`src/common/rv64_config.svh`:
```
`ifndef RV64_CONFIG_SVH
`define RV64_CONFIG_SVH

// data path width
`define XLEN 64

// instruction word width
`define ILEN 32

// architectural registers
`define NREGS 32

// register index width
`define REGW 5

`endif
```
`src/common/rv64_pkg.sv`:
```
`include "rv64_config.svh"

package rv64Pkg;

    typedef logic [`XLEN-1:0] xlenT;
    typedef logic [`ILEN-1:0] instT;
    typedef logic [`REGW-1:0] regIdxT;

    typedef enum logic [3:0] {
        aluAdd  = 4'b0000,
        aluSllB = 4'b0001, // shift left, or pass B when A is the pc
        aluSlt  = 4'b0010,
        aluXor  = 4'b0100,
        aluSrl  = 4'b0101,
        aluOr   = 4'b0110,
        aluAnd  = 4'b0111,
        aluSub  = 4'b1000,
        aluSltu = 4'b1010,
        aluRem  = 4'b1100,
        aluSra  = 4'b1101,
        aluMul  = 4'b1110,
        aluDiv  = 4'b1111
    } aluCtT;

    typedef enum logic [2:0] {
        extNone = 3'd0,
        extR    = 3'd1,
        extI    = 3'd2,
        extS    = 3'd3,
        extB    = 3'd4,
        extU    = 3'd5,
        extJ    = 3'd6
    } extOpT;

    typedef enum logic [1:0] {
        bImm  = 2'd0,
        bRs2  = 2'd1,
        bFour = 2'd2
    } aluBSrcT;

    typedef enum logic [2:0] {
        brNone = 3'd0,
        brJal  = 3'd1,
        brJalr = 3'd2,
        brEq   = 3'd4,
        brNe   = 3'd5,
        brGe   = 3'd6,
        brLt   = 3'd7
    } branchT;

    // store widths reuse the unsigned codes
    typedef enum logic [2:0] {
        memNone   = 3'b000,
        memWordU  = 3'b001,
        memHalfU  = 3'b010,
        memByteU  = 3'b011,
        memDouble = 3'b100,
        memWord   = 3'b101,
        memHalf   = 3'b110
    } memOpT;

endpackage

```
`src/execute/WriteBack.sv`:
```
`timescale 1ns/1ps
`include "rv64_config.svh"

module WriteBack (
    input  logic           memToReg,
    input  rv64Pkg::memOpT memOp,
    input  rv64Pkg::xlenT  aluResult,
    input  rv64Pkg::xlenT  memRdata,
    output rv64Pkg::xlenT  wbData
);

    rv64Pkg::xlenT loadVal;

    // memRdata arrives lane aligned at bit 0
    always_comb begin
        case (memOp)
            rv64Pkg::memWord:  loadVal = {{(`XLEN-32){memRdata[31]}}, memRdata[31:0]};
            rv64Pkg::memWordU: loadVal = {{(`XLEN-32){1'b0}}, memRdata[31:0]};
            rv64Pkg::memHalf:  loadVal = {{(`XLEN-16){memRdata[15]}}, memRdata[15:0]};
            rv64Pkg::memHalfU: loadVal = {{(`XLEN-16){1'b0}}, memRdata[15:0]};
            rv64Pkg::memByteU: loadVal = {{(`XLEN-8){1'b0}}, memRdata[7:0]};
            default:           loadVal = memRdata; // ld
        endcase
    end

    assign wbData = memToReg ? loadVal : aluResult;

endmodule

```
`config.mk`:
```
export PLATFORM = sky130hd
export DESIGN_NAME = WriteBack
export DESIGN_NICKNAME = d
export VERILOG_FILES = /design/src/common/rv64_pkg.sv /design/src/execute/WriteBack.sv
export VERILOG_INCLUDE_DIRS = /design/src /design/src/common
export SDC_FILE = /design/constraint.sdc
export NUM_CORES = 1
export LEC_CHECK = 0
export BUFFER_PORTS_ARGS = -buffer_cell sky130_fd_sc_hd__buf_2
export CAP_MARGIN = 10
export CORE_AREA = 2 2 75 77
export DETAILED_ROUTE_END_ITERATION = 6
export DIE_AREA = 0 0 77 79
export SETUP_SLACK_MARGIN = 0.4
export SYNTH_ARGS = -nofsm -noshare
export SYNTH_HDL_FRONTEND = slang
export SYNTH_SLANG_ARGS = --single-unit
```
`constraint.sdc`:
```
create_clock -name vclk -period 0.91
set_input_delay 0 -clock vclk [all_inputs]
set_output_delay 0 -clock vclk [all_outputs]
set_load 0.01 [all_outputs]
```
==> flow_summary_export.csv <==
group,metric,value,unit
critical_path,critPathKind,"in2out",
routing,drt_wl_total,6560,µm
timing,slew_viol_final,0,
layout,seq_cell_count,0,
power,comb_power_share,100.0,%
die,chipHeight,79,µm
layout,syn_to_final_growth,224,%
routing,drt_pass1_iterations,4,
yosys,yosysWarnings,0,
routing,post_drt_wl_per_cell,14.2,µm
timing,fin_crit_sh,117,%
timing,layout_setup_ws,-158,ps
routing,ant_nets,0,
critical_path,worstSetupEndpointType,"output port",
timing,hold_viol,0,
routing,wl_met2,3590,µm
grt,grt_start_max_net_pins,33,
layout,drive_above_1_share,72.6,%
layout,final_common_cell,"buf_2",
layout,antenna_cells,0,
place,dp.cells,452,
power,power.density,599,nW/µm²
worst_hold_path,holdPathStages,3,
grt,antenna_found_initial,0,
die,fp.dieW,77,µm
flow_run,cap_viol_max_count,0,
grt,track_usage,19.4,%
layout,instances_no_fill,463,
power,peakVddDrop,0.296,mV
die,placeableCoreArea,5340,µm²
timing,rsz0062_at_grt,"true",
worst_hold_path,whs_endpoint,"wbData[3]",
critical_path,cp.arrival,1070,ps
grt,grt_pass1_vias,1981,
yosys,ys_types,17,
power,switchingPower,0.796,mW
routing,top_layer,"met4",
layout,nNetsFinal,525,
run_status,violations,"negative setup slack",
worst_hold_path,min_from,"memRdata[3]",
layout,fin_util,57.1,%
place,place_hpwl,4600,µm
yosys,synth_cells,188,
critical_path,start_kind,"input port",
clock_network,hold_buffers,0,
critical_path,crit_required,910,ps
timing,setup_violations,46,
routing,drt_iter0_drc,66,
die,initial_utilization,17.6,%
routing,met1_length,2440,µm
yosys,ys_seq_area_share,0,%
power,internal-power,1.03,mW
worst_hold_path,min_path_type,"in2out",
routing,vias,2153,
yosys,synth_nets,320,
routing,routed_via_density,4.65,
routing,route.met3.wl,497,µm
place,portBuffers,196,
die,die_area,6080,µm²
layout,register_area,0,µm²
grt,grt_pass1_wl,9760,µm
die,rows,27,
yosys,post_synth.cell_area_avg,5.00,µm²
power,leakage,1.53,nW
timing,maxSlewHeadroom,75.2,%
layout,layout_common_cells,"165 x buf_2, 48 x nor2_1, 28 x buf_6, 25 x a21oi_2, 23 x a21oi_4",
place,gp_congestion,0.766,
critical_path,critPathMaxFanout,12,
run_status,outcome,"finished with violations",
power,pwr-share-seq,0,%
yosys,netlist_area,941,µm²
grt,gr-total-overflow,0,
layout,n_clock_buffer,0,
die,ioPinCount,196,
routing,route.detailed.drc,0,
power,p_sw_share,43.6,%
timing,worst_pin_slew,368,ps
timing,clock.fmax,937,MHz
timing,layout_min_cycle_time,1070,ps
power,p_clk_share,0,%
[worst max-delay path: stages]
cell and delay, ps:
buf_8 80, nand2_2 40, o311a_4 390, buf_12 140, buf_16 150, a21oi_2 110
buf_2 140
[what timing repair did]
action,CTS,global route
gates cloned,8,0
pin swaps,4,3
resized for setup,55,16
setup buffers,3,0
endpoints found under the setup margin,64,64
[power by group through the flow]
stage	logic, mW	clock network [mW]	registers (mW)
6_report	1.83	0	0
5_1_grt	1.95	0	0
4_1_cts	1.76	0	0
3_5_place_dp	1.40	0	0
3_3_place_gp	1.39	0	0
2_1_floorplan	0.764	0	0
[worst max-delay path by stage]
stage / slack (ps) / start / cells after the start / endpoint
floorplan: 130 / memOp[2] / 4 / wbData[43]
global placement: -180 / memOp[1] / 5 / wbData[31]
detailed placement: -210 / memOp[2] / 6 / wbData[23]
CTS: -150 / memOp[0] / 7 / wbData[42]
global route: -200 / memOp[0] / 6 / wbData[52]
finish: -160 / memOp[0] / 7 / wbData[55]
[Yosys cell counts]
cell / number / share of area (%)
o311a_1: 1 / 1.1
inv_2: 1 / 0.40
nand4b_1: 1 / 0.93
a31oi_1: 1 / 0.67
and2_1: 1 / 0.67
nand2_1: 17 / 6.8
mux2_2: 8 / 9.6
a21bo_1: 1 / 1.1
and3_1: 1 / 0.67
a22o_1: 8 / 7.4
inv_1: 1 / 0.40
clkbuf_2: 1 / 0.53
o21ai_0: 32 / 17
nor2_1: 49 / 20
a21oi_1: 48 / 26
clkbuf_1: 10 / 4.0
buf_2: 7 / 3.7
[kinds of logic after synthesis]
family	synth area share (%)
muxes	9.57
AOI/OAI and AO/OA	52.8
buffers and inverters	9.04
and+or+nand+nor	28.6
[layout make-up]
class	instances	area, µm²
fill	526	2290
multi-input combinational	168	1260
tap	72	90.1
timing repair buffer	221	1680
inverter	2	15.0
[per-stage QoR]
step / area, µm² / total power, mW / setup TNS (ps) / setup slack (ps) / hold slack [ps]
2_1_floorplan: 1300 / 0.764 / 0 / 128 / 120
3_3_place_gp: 2430 / 1.39 / -6340 / -179 / 295
3_5_place_dp: 2430 / 1.40 / -7470 / -212 / 295
4_1_cts: 2960 / 1.76 / -4540 / -154 / 297
5_1_grt: 3050 / 1.95 / -6580 / -196 / 303
6_report: 3050 / 1.83 / -4620 / -158 / 296
[metal layers]
metal / vias up / GRT usage, %
met5: - / 0
met4: 0 / 1.61
met3: 2 / 2.16
met2: 113 / 39.6
met1: 966 / 22.4
li1: 1072 / -
(Power assumes the default switching activity.)
