$ cat src/common/rv64_config.svh
`ifndef RV64_CONFIG_SVH
`define RV64_CONFIG_SVH

// data path width
`define XLEN 64

// instruction word width
`define ILEN 32

// architectural registers
`define NREGS 32

// register index width
`define REGW 5

`endif
$ cat src/common/rv64_pkg.sv
`include "rv64_config.svh"

package rv64Pkg;

    typedef logic [`XLEN-1:0] xlenT;
    typedef logic [`ILEN-1:0] instT;
    typedef logic [`REGW-1:0] regIdxT;

    typedef enum logic [3:0] {
        aluAdd  = 4'b0000,
        aluSllB = 4'b0001, // shift left, or pass B when A is the pc
        aluSlt  = 4'b0010,
        aluXor  = 4'b0100,
        aluSrl  = 4'b0101,
        aluOr   = 4'b0110,
        aluAnd  = 4'b0111,
        aluSub  = 4'b1000,
        aluSltu = 4'b1010,
        aluRem  = 4'b1100,
        aluSra  = 4'b1101,
        aluMul  = 4'b1110,
        aluDiv  = 4'b1111
    } aluCtT;

    typedef enum logic [2:0] {
        extNone = 3'd0,
        extR    = 3'd1,
        extI    = 3'd2,
        extS    = 3'd3,
        extB    = 3'd4,
        extU    = 3'd5,
        extJ    = 3'd6
    } extOpT;

    typedef enum logic [1:0] {
        bImm  = 2'd0,
        bRs2  = 2'd1,
        bFour = 2'd2
    } aluBSrcT;

    typedef enum logic [2:0] {
        brNone = 3'd0,
        brJal  = 3'd1,
        brJalr = 3'd2,
        brEq   = 3'd4,
        brNe   = 3'd5,
        brGe   = 3'd6,
        brLt   = 3'd7
    } branchT;

    // store widths reuse the unsigned codes
    typedef enum logic [2:0] {
        memNone   = 3'b000,
        memWordU  = 3'b001,
        memHalfU  = 3'b010,
        memByteU  = 3'b011,
        memDouble = 3'b100,
        memWord   = 3'b101,
        memHalf   = 3'b110
    } memOpT;

endpackage

$ cat src/decode/ImmGen.sv
`timescale 1ns/1ps
`include "rv64_config.svh"

module ImmGen (
    input  rv64Pkg::instT  instr,
    input  rv64Pkg::extOpT extOp,
    output rv64Pkg::xlenT  imm
);

    // shift immediates keep funct7 in imm[11:5], the ALU only looks at the shamt bits
    always_comb begin
        case (extOp)
            rv64Pkg::extI: begin
                imm = {{(`XLEN-12){instr[31]}}, instr[31:20]};
            end
            rv64Pkg::extS: begin
                imm = {{(`XLEN-12){instr[31]}}, instr[31:25], instr[11:7]};
            end
            rv64Pkg::extB: begin
                imm = {{(`XLEN-12){instr[31]}}, instr[7], instr[30:25], instr[11:8], 1'b0};
            end
            rv64Pkg::extU: begin
                imm = {{(`XLEN-32){instr[31]}}, instr[31:12], 12'b0};
            end
            rv64Pkg::extJ: begin
                imm = {{(`XLEN-20){instr[31]}}, instr[19:12], instr[20], instr[30:21], 1'b0};
            end
            default: begin
                imm = '0; // none and R format
            end
        endcase
    end

endmodule

$ cat config.mk
export PLATFORM = sky130hd
export DESIGN_NAME = ImmGen
export DESIGN_NICKNAME = d
export VERILOG_FILES = /design/src/common/rv64_pkg.sv /design/src/decode/ImmGen.sv
export VERILOG_INCLUDE_DIRS = /design/src /design/src/common
export SDC_FILE = /design/constraint.sdc
export NUM_CORES = 1
export LEC_CHECK = 0
export BUFFER_PORTS_ARGS = -buffer_cell sky130_fd_sc_hd__buf_2
export CAP_MARGIN = 20
export CORE_MARGIN = 5
export CORE_UTILIZATION = 36
export DETAILED_ROUTE_END_ITERATION = 8
export PLACE_DENSITY_LB_ADDON = 0.25
export SYNTH_ARGS = -nofsm -noshare
export SYNTH_HDL_FRONTEND = slang
export SYNTH_SLANG_ARGS = --single-unit
$ cat constraint.sdc
create_clock -name vclk -period 3.6
set_input_delay 0.72 -clock vclk [all_inputs]
set_output_delay 0.72 -clock vclk [all_outputs]
set_load 0.005 [all_outputs]
==> flow_metrics.env <==
export IMPL_first_pass_iters=5
export IMPL_rows=18
export IMPL_ys_warn_count=0
export IMPL_antenna_found_initial=0
export IMPL_required_ns=2.88
export IMPL_finalMaxSlewViolations=0
export IMPL_p_per_area_nw_per_um2=135
export IMPL_min_to="imm[1]"
export IMPL_slew_headroom=0.526
export IMPL_drive_gt1_frac=0.560
export IMPL_timing_fmax_ghz=0.349
export IMPL_end_kind="output pin"
export IMPL_clock_buffers=0
export IMPL_gp_congestion=0.689
export IMPL_hold_violations=0
export IMPL_hold_class="input port to output pin"
export IMPL_min_delay_path_depth=3
export IMPL_grt_pass1_wl_mm=4.02
export IMPL_synthMuxAreaShare=0.111
export IMPL_synth_compound_area_frac=0.139
export IMPL_seq_cells=0
export IMPL_diodes=0
export IMPL_drtIter0Drc=20
export IMPL_crit_type="input port to output pin"
export IMPL_vias=1039
export IMPL_io_buffers=92
export IMPL_leakage_nw=0.647
export IMPL_tns_ns=0
export IMPL_fin_crit_sh=0.797
export IMPL_tightest_slew_ns=0.708
export IMPL_die_h_um=60.0
export IMPL_drc=0
export IMPL_track_usage=0.135
export IMPL_layout_setup_ws_ns=0.731
export IMPL_die_x_um=60.0
export IMPL_synth_nets=157
export IMPL_hold_buffers=0
export IMPL_synthSimpleGateAreaFrac=0.374
export IMPL_hpwlAfterDp_mm=2.11
export IMPL_ys_seq_area_frac=0
export IMPL_status="finished clean"
export IMPL_place_inst=198
export IMPL_postCtsSetupRepairBufs=0
export IMPL_drt_wl_total_mm=2.71
export IMPL_synth_xor_area_frac=0
export IMPL_fillers=260
export IMPL_grt_pass1_vias=931
export IMPL_wl_per_cell_um=13.7
export IMPL_start_kind="input port"
export IMPL_hp_start="instr[8]"
export IMPL_grt_max_degree=34
export IMPL_yosys_area_share_adder=0
export IMPL_total_power_uw=144
export IMPL_io_pins=99
export IMPL_arrival_ns=2.15
export IMPL_crit_fanout=33
export IMPL_ff_latch_area_um2=0
export IMPL_fin_crit_ns=2.87
export IMPL_finalNetCount=205
export IMPL_ctsResizeCount=0
export IMPL_synthDistinctLibCells=23
export IMPL_core_area_um2=2430
export IMPL_postSynthCellCount=122
export IMPL_synth_top_family_by_area="buffers and inverters"
export IMPL_dpl_worst_slack_ns=0.711
export IMPL_synth_area_um2=900
export IMPL_ant_nets=0
export IMPL_viasPerCell=5.25
export IMPL_drv_cap=0
export IMPL_area_delta_synth_final_pct=18.6
export IMPL_overflow=0
export IMPL_final_cell_count_no_fill=198
export IMPL_setup_viol=0
export IMPL_vdd_ir_drop_max_mv=0.0680
export IMPL_start_util=0.370
export IMPL_rsz0062_at_grt="false"
export IMPL_die_area_um2=3600
export IMPL_avgSynthCellArea_um2=7.37
## kinds of logic (layout without fill, tap and decap cells)
| group | Yosys count | in the layout |
|---|---|---|
| and+or+nand+nor | 50 | 50 |
| AOI/OAI and AO/OA | 15 | 15 |
| buffers and inverters | 47 | 93 |
| muxes | 10 | 10 |
## cell usage in the layout, fill, tap and decap left out
cell / n
a21oi_1: 1
a221o_1: 4
and2_1: 1
and4b_1: 4
buf_2: 92
buf_4: 1
mux2i_1: 10
nand2_1: 8
nand2b_1: 2
nand3_1: 11
nand3b_1: 2
nand4b_1: 11
nor2_1: 1
nor2b_1: 2
nor3b_1: 7
nor3b_2: 1
o21ai_0: 1
o21ai_1: 1
o221ai_1: 8
## worst max-delay path by stage
stage / endpoint / slack, ns / start
2_1_floorplan: imm[32] / 0.27 / extOp[1]
3_3_place_gp: imm[11] / 0.72 / extOp[1]
3_5_place_dp: imm[19] / 0.71 / extOp[1]
4_1_cts: imm[19] / 0.70 / extOp[1]
5_1_grt: imm[11] / 0.55 / extOp[1]
6_report: imm[17] / 0.73 / extOp[1]
## critical path, cell delays in order
cell and delay (ns):
buf_2 0.38, nand3b_1 0.62, o221ai_1 0.26, buf_2 0.16
## per-stage QoR
| step | cell area, um^2 | hold slack, ns | utilization |
|---|---|---|---|
| floorplan | 900 | 1.57 | - |
| global placement | 1070 | 1.75 | 0.439 |
| detailed placement | 1070 | 1.75 | 0.439 |
| CTS | 1070 | 1.75 | 0.439 |
| global route | 1070 | 1.77 | 0.439 |
| finish | 1070 | 1.74 | 0.439 |
## power breakdown
part | total [mW] | internal, mW | leakage [nW] | switching [mW]
Combinational | 0.144 | 0.0708 | 0.647 | 0.0730
Clock | 0 | 0 | 0 | 0
Sequential | 0 | 0 | 0 | 0
Total | 0.144 | 0.0708 | 0.647 | 0.0730
## cells in the mapped netlist, types with 2 or more instances
master	instances	area share
and4b_1	4	0.045
nand2b_1	2	0.014
nand4b_1	11	0.11
a221o_1	4	0.045
nand2_1	8	0.033
nor2b_1	2	0.014
mux2i_1	10	0.11
buf_1	2	0.0083
o221ai_1	8	0.078
buf_4	36	0.30
buf_2	6	0.033
nand3b_1	2	0.017
nor3b_1	7	0.058
nand3_1	11	0.061
## layout make-up
class | count | area, um^2 | area share
Multi-Input combinational cell | 75 | 562 | 0.526
Timing Repair Buffer | 93 | 468 | 0.438
Tap cell | 30 | 37.5 | 0.0352
## metal layers
layer  global-route usage  vias to the layer above  part of all wire
met5                    0                        -                 0
met4                    0                        0                 0
met3               0.0302                        0              0.14
met2                0.255                       55              0.48
met1                0.163                      469              0.38
li1                     -                      515                 -
(Power assumes the default switching activity.)
