<file path="src/common/rv64_config.svh">
`ifndef RV64_CONFIG_SVH
`define RV64_CONFIG_SVH

// data path width
`define XLEN 64

// instruction word width
`define ILEN 32

// architectural registers
`define NREGS 32

// register index width
`define REGW 5

`endif
</file>
<file path="src/common/rv64_pkg.sv">
`include "rv64_config.svh"

package rv64Pkg;

    typedef logic [`XLEN-1:0] xlenT;
    typedef logic [`ILEN-1:0] instT;
    typedef logic [`REGW-1:0] regIdxT;

    typedef enum logic [3:0] {
        aluAdd  = 4'b0000,
        aluSllB = 4'b0001, // shift left, or pass B when A is the pc
        aluSlt  = 4'b0010,
        aluXor  = 4'b0100,
        aluSrl  = 4'b0101,
        aluOr   = 4'b0110,
        aluAnd  = 4'b0111,
        aluSub  = 4'b1000,
        aluSltu = 4'b1010,
        aluRem  = 4'b1100,
        aluSra  = 4'b1101,
        aluMul  = 4'b1110,
        aluDiv  = 4'b1111
    } aluCtT;

    typedef enum logic [2:0] {
        extNone = 3'd0,
        extR    = 3'd1,
        extI    = 3'd2,
        extS    = 3'd3,
        extB    = 3'd4,
        extU    = 3'd5,
        extJ    = 3'd6
    } extOpT;

    typedef enum logic [1:0] {
        bImm  = 2'd0,
        bRs2  = 2'd1,
        bFour = 2'd2
    } aluBSrcT;

    typedef enum logic [2:0] {
        brNone = 3'd0,
        brJal  = 3'd1,
        brJalr = 3'd2,
        brEq   = 3'd4,
        brNe   = 3'd5,
        brGe   = 3'd6,
        brLt   = 3'd7
    } branchT;

    // store widths reuse the unsigned codes
    typedef enum logic [2:0] {
        memNone   = 3'b000,
        memWordU  = 3'b001,
        memHalfU  = 3'b010,
        memByteU  = 3'b011,
        memDouble = 3'b100,
        memWord   = 3'b101,
        memHalf   = 3'b110
    } memOpT;

endpackage

</file>
<file path="src/execute/BranchUnit.sv">
`timescale 1ns/1ps

module BranchUnit (
    input  rv64Pkg::branchT branch,
    input  rv64Pkg::xlenT   pc,
    input  rv64Pkg::xlenT   imm,
    input  rv64Pkg::xlenT   rs1Data,
    input  logic            zero,
    input  logic            less,
    output rv64Pkg::xlenT   nextPc
);

    rv64Pkg::xlenT target;
    rv64Pkg::xlenT seqPc;
    rv64Pkg::xlenT regTarget;

    assign target    = pc + imm;
    assign seqPc     = pc + rv64Pkg::xlenT'(4);
    assign regTarget = (rs1Data + imm) & ~rv64Pkg::xlenT'(1); // jalr drops bit 0

    always_comb begin
        case (branch)
            rv64Pkg::brJal:  nextPc = target;
            rv64Pkg::brJalr: nextPc = regTarget;
            rv64Pkg::brEq:   nextPc = zero ? target : seqPc;
            rv64Pkg::brNe:   nextPc = zero ? seqPc : target;
            rv64Pkg::brGe:   nextPc = less ? seqPc : target;
            rv64Pkg::brLt:   nextPc = less ? target : seqPc;
            default:         nextPc = seqPc;
        endcase
    end

endmodule

</file>
<file path="config.mk">
export PLATFORM = sky130hd
export DESIGN_NAME = BranchUnit
export DESIGN_NICKNAME = d
export VERILOG_FILES = /design/src/common/rv64_pkg.sv /design/src/execute/BranchUnit.sv
export VERILOG_INCLUDE_DIRS = /design/src /design/src/common
export SDC_FILE = /design/constraint.sdc
export NUM_CORES = 1
export LEC_CHECK = 0
export ABC_AREA = 1
export BUFFER_PORTS_ARGS = -buffer_cell sky130_fd_sc_hd__buf_4
export CAP_MARGIN = 30
export CORE_ASPECT_RATIO = 0.75
export CORE_MARGIN = 2
export CORE_UTILIZATION = 25
export DETAILED_ROUTE_END_ITERATION = 7
export SYNTH_ARGS = -nofsm -noshare
export SYNTH_HDL_FRONTEND = slang
export SYNTH_SLANG_ARGS = --single-unit
</file>
<file path="constraint.sdc">
create_clock -name vclk -period 2.85
set_input_delay 0.285 -clock vclk [all_inputs]
set_output_delay 0.285 -clock vclk [all_outputs]
set_load 0.005 [all_outputs]
</file>
==> results of run 1 <==
logic make-up (layout without fill, tap and decap cells):
group,count (synthesis),after routing,share of synthesized area
simple gates,1765,1765,0.561
buf+inv,490,1101,0.138
compound gates,395,395,0.167
fa+ha+maj,128,128,0.121
xor+xnor,21,21,0.0137
other cells,0,2,0
through the flow:
| step | setup slack (ns) | area, um2 | TNS [ns] | std cells | utilization |
|---|---|---|---|---|---|
| floorplan | 0.569 | 13400 | 0 | 2799 | - |
| global placement | -0.467 | 18900 | -2.65 | 4106 | 0.357 |
| detailed placement | -0.430 | 18900 | -2.85 | 4106 | 0.357 |
| CTS | 0.00235 | 19200 | 0 | 4108 | 0.362 |
| global route | -0.0443 | 20600 | -0.342 | 4123 | 0.389 |
| finish | 0.00624 | 20600 | 0 | 4124 | 0.389 |
tightest hold or removal path, stage by stage:
cell,delay [ns]
buf_4,0.10
buf_4,0.10
a32o_1,0.11
buf_4,0.11
final cells by class:
class              count  share of cell area
diodes                 2            0.000243
inverters            471              0.0858
multi-input cells   2309               0.635
well taps            712              0.0432
repair buffers       630               0.236
Yosys cell counts (2+ instances only):
cell type and instances:
nor2_2 6, ha_1 126, o221ai_1 10, o21a_1 7, nand2_2 6, or2_2 38
o21bai_1 29, and3_1 3, nand2b_1 2, nor3_4 3, nand4_1 45, a21o_1 6
a31oi_1 5, nand3_1 240, o31ai_1 2, a21oi_1 188, buf_1 2, fa_1 2
o21ai_0 103, nand2_1 969, buf_2 4, o311ai_0 2, o211ai_1 15, nand3_2 4
nor2_4 6, nand3b_1 21, nor3_2 3, xnor2_1 7, a21boi_0 15, inv_2 7
xor2_1 14, clkbuf_1 12, nor4_1 8, o21ai_1 8, nor3_1 58, a31o_2 2
nor2_1 349, inv_1 463
metal layers:
metal  share of wire  GRT usage
met5         0.00011          0
met4           0.024     0.0434
met3            0.13     0.0671
met2            0.41      0.441
met1            0.44      0.412
worst min path at each step:
stage,to,depth (start not counted)
after floorplan,nextPc[0],1
after global placement,nextPc[0],4
after detailed placement,nextPc[0],4
after CTS,nextPc[0],4
after global routing,nextPc[0],4
final,nextPc[0],4
where the power goes:
| part | internal [mW] | switching [mW] | total [mW] | leakage (nW) |
|---|---|---|---|---|
| sequential | 0 | 0 | 0 | 0 |
| combinational | 1.82 | 2.61 | 4.43 | 10.6 |
| clock | 0.0000000637 | 0 | 0.0000000637 | 0.0000127 |
repair_timing:
| item | 4_1_cts | 5_1_grt |
|---|---|---|
| gates resized for setup | 58 | 344 |
| buffers inserted | 2 | 14 |
| gates cloned | 0 | 0 |
| hold buffers | 0 | 0 |
| setup endpoints to repair | 36 | 48 |
| pin swaps | 8 | 43 |
==> run metrics, run 1 <==
Die Footprint 55,400 um2; min cycle time layout 2.84 ns; Routed WL 84.6 mm; critical path depth 16; total number of vias 20,912; Pins Over Slew Limit 0; CP Launch Point pc[8]; initial antenna violation count 2; num sequential 0; synthesis-to-layout area growth 54.1%; Iteration-0 DRC Markers 2,092; clk_buf instances 0; GP Congestion 1.04; first-pass GRT wire length 118 mm; status finished clean; core area 53,000 um2; crit share post-route 0.998; post-route ant nets 0; CP Data Arrival Time 2.56 ns; Mapped Cells 2,799; final setup violating endpoints 0; Slowest-stage cell, CP nand3_1; Largest delay share family, worst path simple AND/OR/NAND/NOR gates; input/output buffers 261; Setup crit end kind output pin; FP Rows 73; Total Power 4.43 mW; Final #Nets 3,737; share of cells above drive strength 1 0.305; count of cell types in the netlist 47; Register Area 0 um2; post-DP HPWL 75.3 mm; number of global-route vias before repair 18,905; hold_sp pc[0]; I/O pins 261; crit path capture nextPc[38]; Hold Slack 0.985 ns; CP Launch Type primary input; Die X-Extent 271 um; overall routing resource usage 0.287; critical setup path kind in -> out; syn nets 3,124; Leak 10.6 nW; synthesized area per cell 4.78 um2; Worst-Margin Slew 0.635 ns; Max-Cap Viols 0; Hold Path Class in -> out; commonest non-fill, non-tap cell in the layout nand2_1; fill count 5,982; Detailed Routing Iterations Pass 1 6; final hold vios 0; Vias/cell 5.07; most frequent cells in the layout 897 x nand2_1, 619 x buf_4, 461 x inv_1, 275 x nor2_1, 192 x nand3_1; Synth area leaders nand2_1 27%, inv_1 13%, ha_1 12%; drt drc 0; Synth area leader nand2_1; Avg WL per Cell 20.5 um; CP bufs+invs 4; post-synth top area share 0.272; peak supply drop 0.0000869 V; die height 204 um; GR Overflow Total 0; RSZ-0062 raised after global routing true; register area share after synthesis 0; Initial Util 0.253; Slew Limit Headroom 0.572; Multi-input gate area 13,100 um2; CP dominant cell by count nand2_2; synthesized area 13,400 um2; critical path, cell by cell buf_4, buf_4, nand2_2, inv_2, nand2_2, nor2_2, nand2_2, nor2_4, nand2_2, nor2_4, nand3_2, nor2_4, nand3_1, o211ai_1, nand3_1, buf_4; f_max 352 MHz; Max FO, Critical Path 5; Critical Path Max Stage Delay 0.34 ns; Critical Path RT 2.57 ns; Cell Pwr Density 215 nW/um2; synth warn 0; largest net degree at the start of global routing 34
No activity file was read; power rests on OpenSTA's default activity.
==> inputs of run 2 (changes only) <==
- CORE_UTILIZATION: 25 -> 40
==> run 2 against run 1 <==
The run now ends with negative setup slack left; clock-buffer cell count unchanged; sequential share of layout area unchanged; critical path depth down 3; combinational power is 9.0% lower; via count grew 1.1%; first-iteration DRC count rose by 50%; die area down 37%; flip-flop and latch count did not move; critical path type unchanged; largest cell class unchanged; highest routed layer is now met4.
==> run metrics, run 2 (synthesized netlist as in run 1, its figures left out) <==
Max FO, Critical Path 4; critical setup path kind in -> out; drt drc 0; commonest non-fill, non-tap cell in the layout nand2_1; most frequent cells in the layout 936 x nand2_1, 459 x inv_1, 455 x buf_4, 304 x nor2_1, 206 x nand3_1; first-pass GRT wire length 111 mm; Worst Hold Path EP nextPc[0]; Avg WL per Cell 20.9 um; final instance area 18,200 um2; Critical Path RT 2.57 ns; Total Power 4.03 mW; post-DP HPWL 67.0 mm; total number of vias 21,134; non-filler cells in the finished layout 3,683; Initial Util 0.410; Detailed Routing Iterations Pass 1 7; setup ws final -0.0513 ns; initial antenna violation count 3; Max-Cap Viols 0; Die X-Extent 215 um; input/output buffers 261; Clk pwr share 0; num sequential 0; RSZ-0062 raised after global routing true; clk_buf instances 0; die height 162 um; CP Launch Type primary input; GP Congestion 1.18; violated checks negative setup slack; Slowest-stage cell, CP ha_1; synthesis-to-layout area growth 36.0%; Routed WL 76.8 mm; Largest delay share family, worst path compound AO/OA/AOI/OAI gates; Final #Nets 3,566; CP bufs+invs 3; CP dominant cell by count buf_4; Switching Power 2.45 mW; Switching Share 0.609; Hold Crit Depth 3; I/O pins 261; critical path, cell by cell buf_4, ha_1, a21oi_1, o21a_1, nor2_1, nor2_1, nand2_1, a21oi_1, buf_4, nand3b_1, nand3_1, nand4_1, buf_4; f_max 345 MHz; Critical Path Max Stage Delay 0.38 ns; share of cells above drive strength 1 0.226; hold_sp pc[0]; final setup violating endpoints 2; CP Data Arrival Time 2.62 ns; Pins Over Slew Limit 0; Hold Path Class in -> out; Setup crit end kind output pin; cell-internal power 1.57 mW; final hold vios 0; Slew Limit Headroom 0.551; dpl cell area 17,300 um2; min cycle time layout 2.90 ns; dpl cells 3,677; Leak 9.58 nW; Iteration-0 DRC Markers 3,134; peak supply drop 0.0000942 V; overall routing resource usage 0.416; Vias/cell 5.74; Worst-Margin Slew 0.672 ns; Comb power frac 1.000; Die Footprint 34,900 um2; FP Rows 57; post-route ant nets 0; Register Area 0 um2; number of global-route vias before repair 19,400; GR Overflow Total 0; Cell Pwr Density 221 nW/um2; status complete, but fails checks; largest net degree at the start of global routing 40; register share of total power 0; core area 32,700 um2; crit share post-route 1.02
==> run 2: changes by cell type in the layout (fill, tap and decap cells not counted), moves of 19 or more <==
cell,before,now
buf_4,619,455
nand2_1,897,936
nand2_2,77,38
nor2_1,275,304
a21oi_1,135,158
a21oi_2,50,28
ha_1,70,89
==> run 2: worst max-delay path by stage <==
stage	slack (ns)	to	cells past startpoint	start
after floorplan	0.57	nextPc[48]	17	pc[0]
after global placement	-0.14	nextPc[41]	14	imm[20]
after detailed placement	-0.19	nextPc[41]	14	imm[20]
after CTS	0.003	nextPc[45]	13	pc[12]
after global routing	-0.12	nextPc[51]	13	pc[16]
final	-0.05	nextPc[63]	13	pc[58]
==> run 2: area by class of cell <==
| type | count | area [um2] |
|---|---|---|
| inverters | 471 | 1770 |
| well taps | 442 | 553 |
| multi-input cells | 2309 | 12400 |
| repair buffers | 459 | 3490 |
| diodes | 2 | 5.00 |
| fillers | 3552 | 14500 |
==> run 2: layer usage <==
layer | wire, um | part of all wire | global-route usage
met5 | 0 | 0 | 0
met4 | 3390 | 0.044 | 0.148
met3 | 12100 | 0.16 | 0.123
met2 | 30600 | 0.40 | 0.619
met1 | 30700 | 0.40 | 0.567
==> run 2: metrics by stage <==
stage / worst slack, ns / TNS [ns] / hold WS [ns] / utilization
after floorplan: 0.569 / 0 / 0.683 / -
after global placement: -0.140 / -1.04 / 0.866 / 0.530
after detailed placement: -0.191 / -1.64 / 0.872 / 0.530
after CTS: 0.00310 / 0 / 0.875 / 0.533
after global routing: -0.117 / -0.516 / 0.900 / 0.557
final: -0.0513 / -0.0985 / 0.875 / 0.557
==> run 2: repair_timing <==
item	CTS	global route
hold buffers	0	0
gates resized for setup	24	205
buffers inserted	0	4
endpoints found under the hold margin	0	0
pin swaps	0	16
setup endpoints to repair	25	46
==> run 2: power by group through the flow <==
stage / clock network (mW) / logic [mW] / registers (mW)
final: 0.0000000724 / 4.03 / 0
after global routing: 0.0000000469 / 4.29 / 0
after floorplan: 0 / 1.88 / 0
after global placement: 0 / 3.59 / 0
after CTS: 0 / 3.66 / 0
after detailed placement: 0 / 3.63 / 0
==> inputs of run 3 (changes only) <==
- ABC_AREA: 1 -> 0
==> run 3 against run 2 <==
The run still ends with negative setup slack left; sequential share of layout area stayed put; setup slack worse by 0.52 ns; synthesized cell count is 47% lower; cell count is 29% lower; first-iteration DRC count is 40% lower; critical path depth is 3 higher; non-clock buffer count is 398 higher; cell area is 4.0% higher; utilization is 22 points higher; fmax is 15% lower; flip-flop and latch count stayed put; wire length is 27% lower; critical path type unchanged; largest power group unchanged.
==> run metrics, run 3 <==
synthesized area per cell 6.66 um2; Critical Path RT 2.57 ns; # diodes 0; core area 24,200 um2; final setup violating endpoints 43; I/O pins 261; f_max 292 MHz; Cell Pwr Density 257 nW/um2; post-route ant nets 0; Iteration-0 DRC Markers 1,873; share of cells above drive strength 1 0.510; Max-Cap Viols 0; first-pass GRT wire length 82.0 mm; Final #Nets 2,599; Synth area leader ha_1; Leak 8.63 nW; largest net degree at the start of global routing 45; syn nets 1,818; Detailed Routing Iterations Pass 1 6; die height 141 um; RSZ-0062 raised after global routing true; Hold Crit Depth 3; Critical Path Max Stage Delay 0.37 ns; Hold Path Class in -> out; status complete, but fails checks; cts hold-fix bufs 0; most frequent cells in the layout 779 x buf_4, 147 x nand2_1, 108 x a21oi_1, 94 x nor2_1, 80 x xnor2_1; CP Launch Point rs1Data[0]; Initial Util 0.410; Setup crit end kind output pin; dpl cells 2,553; min cycle time layout 3.42 ns; commonest non-fill, non-tap cell in the layout buf_4; Register Area 0 um2; Die Footprint 26,100 um2; Routed WL 56.2 mm; synth warn 0; final hold vios 0; Slowest-stage cell, CP fa_2; critical path, cell by cell buf_6, and2_4, fa_2, a21oi_4, o211ai_1, buf_4, a21oi_4, o31ai_4, a211oi_2, clkbuf_16, o31ai_4, a21oi_2, o21ai_2, mux2i_1, a211o_1, buf_6; Avg WL per Cell 21.6 um; clk_buf instances 0; Slew Limit Headroom 0.522; count of cell types in the netlist 92; Synth area leaders ha_1 16%, xnor2_1 8.5%, a21oi_1 7.8%; setup ws final -0.573 ns; Die X-Extent 186 um; Pins Over Slew Limit 0; FP Rows 49; peak supply drop 0.000236 V; Worst-Margin Slew 0.717 ns; CP Launch Type primary input; Final Core Density 0.781; Max FO, Critical Path 3; crit share post-route 1.20; non-filler cells in the finished layout 2,603; drt drc 0; crit path capture nextPc[62]; initial antenna violation count 0; number of global-route vias before repair 14,987; total number of vias 15,967; Mapped Cells 1,493; post-synth top area share 0.159; synthesized area 9940 um2; GR Overflow Total 0; num sequential 0; register area share after synthesis 0; synthesis-to-layout area growth 90.4%; input/output buffers 261; CP Data Arrival Time 3.14 ns; GP Congestion 1.00; post-DP HPWL 42.7 mm; Vias/cell 6.13; overall routing resource usage 0.396; count leader, synth nand2_1; commonest cells in the netlist 157 x nand2_1, 154 x a21oi_1, 126 x ha_1; violated checks negative setup slack; critical setup path kind in -> out
==> run 3: cells by family after synthesis <==
logic type | share of synthesized area
AO/OA/AOI/OAI | 0.376
XOR/XNOR | 0.150
adder cells (fa/ha/maj) | 0.163
buffers and inverters | 0.0546
multiplexers | 0.00718
AND/OR/NAND/NOR | 0.249
==> run 3: through the flow <==
| step | hold slack (ns) | worst slack [ns] | power (mW) | TNS, ns | instance area [um2] |
|---|---|---|---|---|---|
| final | 0.920 | -0.573 | 4.85 | -16.33 | 18900 |
| after global routing | 0.960 | -0.647 | 5.11 | -19.89 | 18900 |
| after CTS | 0.909 | -0.596 | 4.41 | -13.62 | 18200 |
| after detailed placement | 0.910 | -0.900 | 3.90 | -25.72 | 16300 |
| after global placement | 0.898 | -0.907 | 3.87 | -24.93 | 16300 |
| after floorplan | 0.686 | -0.0427 | 1.87 | -0.0884 | 10100 |
==> run 3: worst min-delay path by stage <==
stage          startpoint         to  slack (ns)
2_1_floorplan       pc[0]  nextPc[0]        0.69
3_3_place_gp        pc[0]  nextPc[0]        0.90
3_5_place_dp        pc[0]  nextPc[0]        0.91
4_1_cts             pc[0]  nextPc[0]        0.91
5_1_grt             pc[0]  nextPc[0]        0.96
6_report            pc[0]  nextPc[0]        0.92
==> run 3: worst max-delay path, delay by kind of cell <==
family                     cells  cell delay, ns
AOI/OAI and AO/OA              9            1.57
adders and majority gates      1            0.37
and+or+nand+nor                1            0.15
buffers and inverters          4            0.62
muxes                          1            0.14
==> run 3: routing by layer <==
| layer | up-vias | global-route usage | share of wire | wire length, um |
|---|---|---|---|---|
| met3 | 146 | 0.0733 | 0.12 | 6470 |
| met5 | - | 0 | 0 | 0 |
| met4 | 0 | 0.0605 | 0.023 | 1270 |
| met1 | 7543 | 0.591 | 0.44 | 24900 |
| met2 | 1066 | 0.593 | 0.42 | 23500 |
| li1 | 7212 | - | - | - |
==> run 3: report_power, final <==
part | internal [mW] | total [mW] | switching (mW)
clock network | 0 | 0 | 0
logic | 2.43 | 4.85 | 2.43
registers | 0 | 0 | 0
==> run 3: area by class of cell <==
| cell class | count | area [um2] |
|---|---|---|
| Fill cell | 1694 | 5300 |
| Multi-Input combinational cell | 1374 | 11600 |
| Tap cell | 331 | 414 |
| Timing Repair Buffer | 857 | 6780 |
| Inverter | 41 | 154 |
==> run 3: repair_timing <==
item	CTS	global route
endpoints found under the setup margin	49	49
pin swaps	136	122
endpoints found under the hold margin	0	0
buffers inserted	45	24
gates cloned	0	0
gates resized for setup	306	154
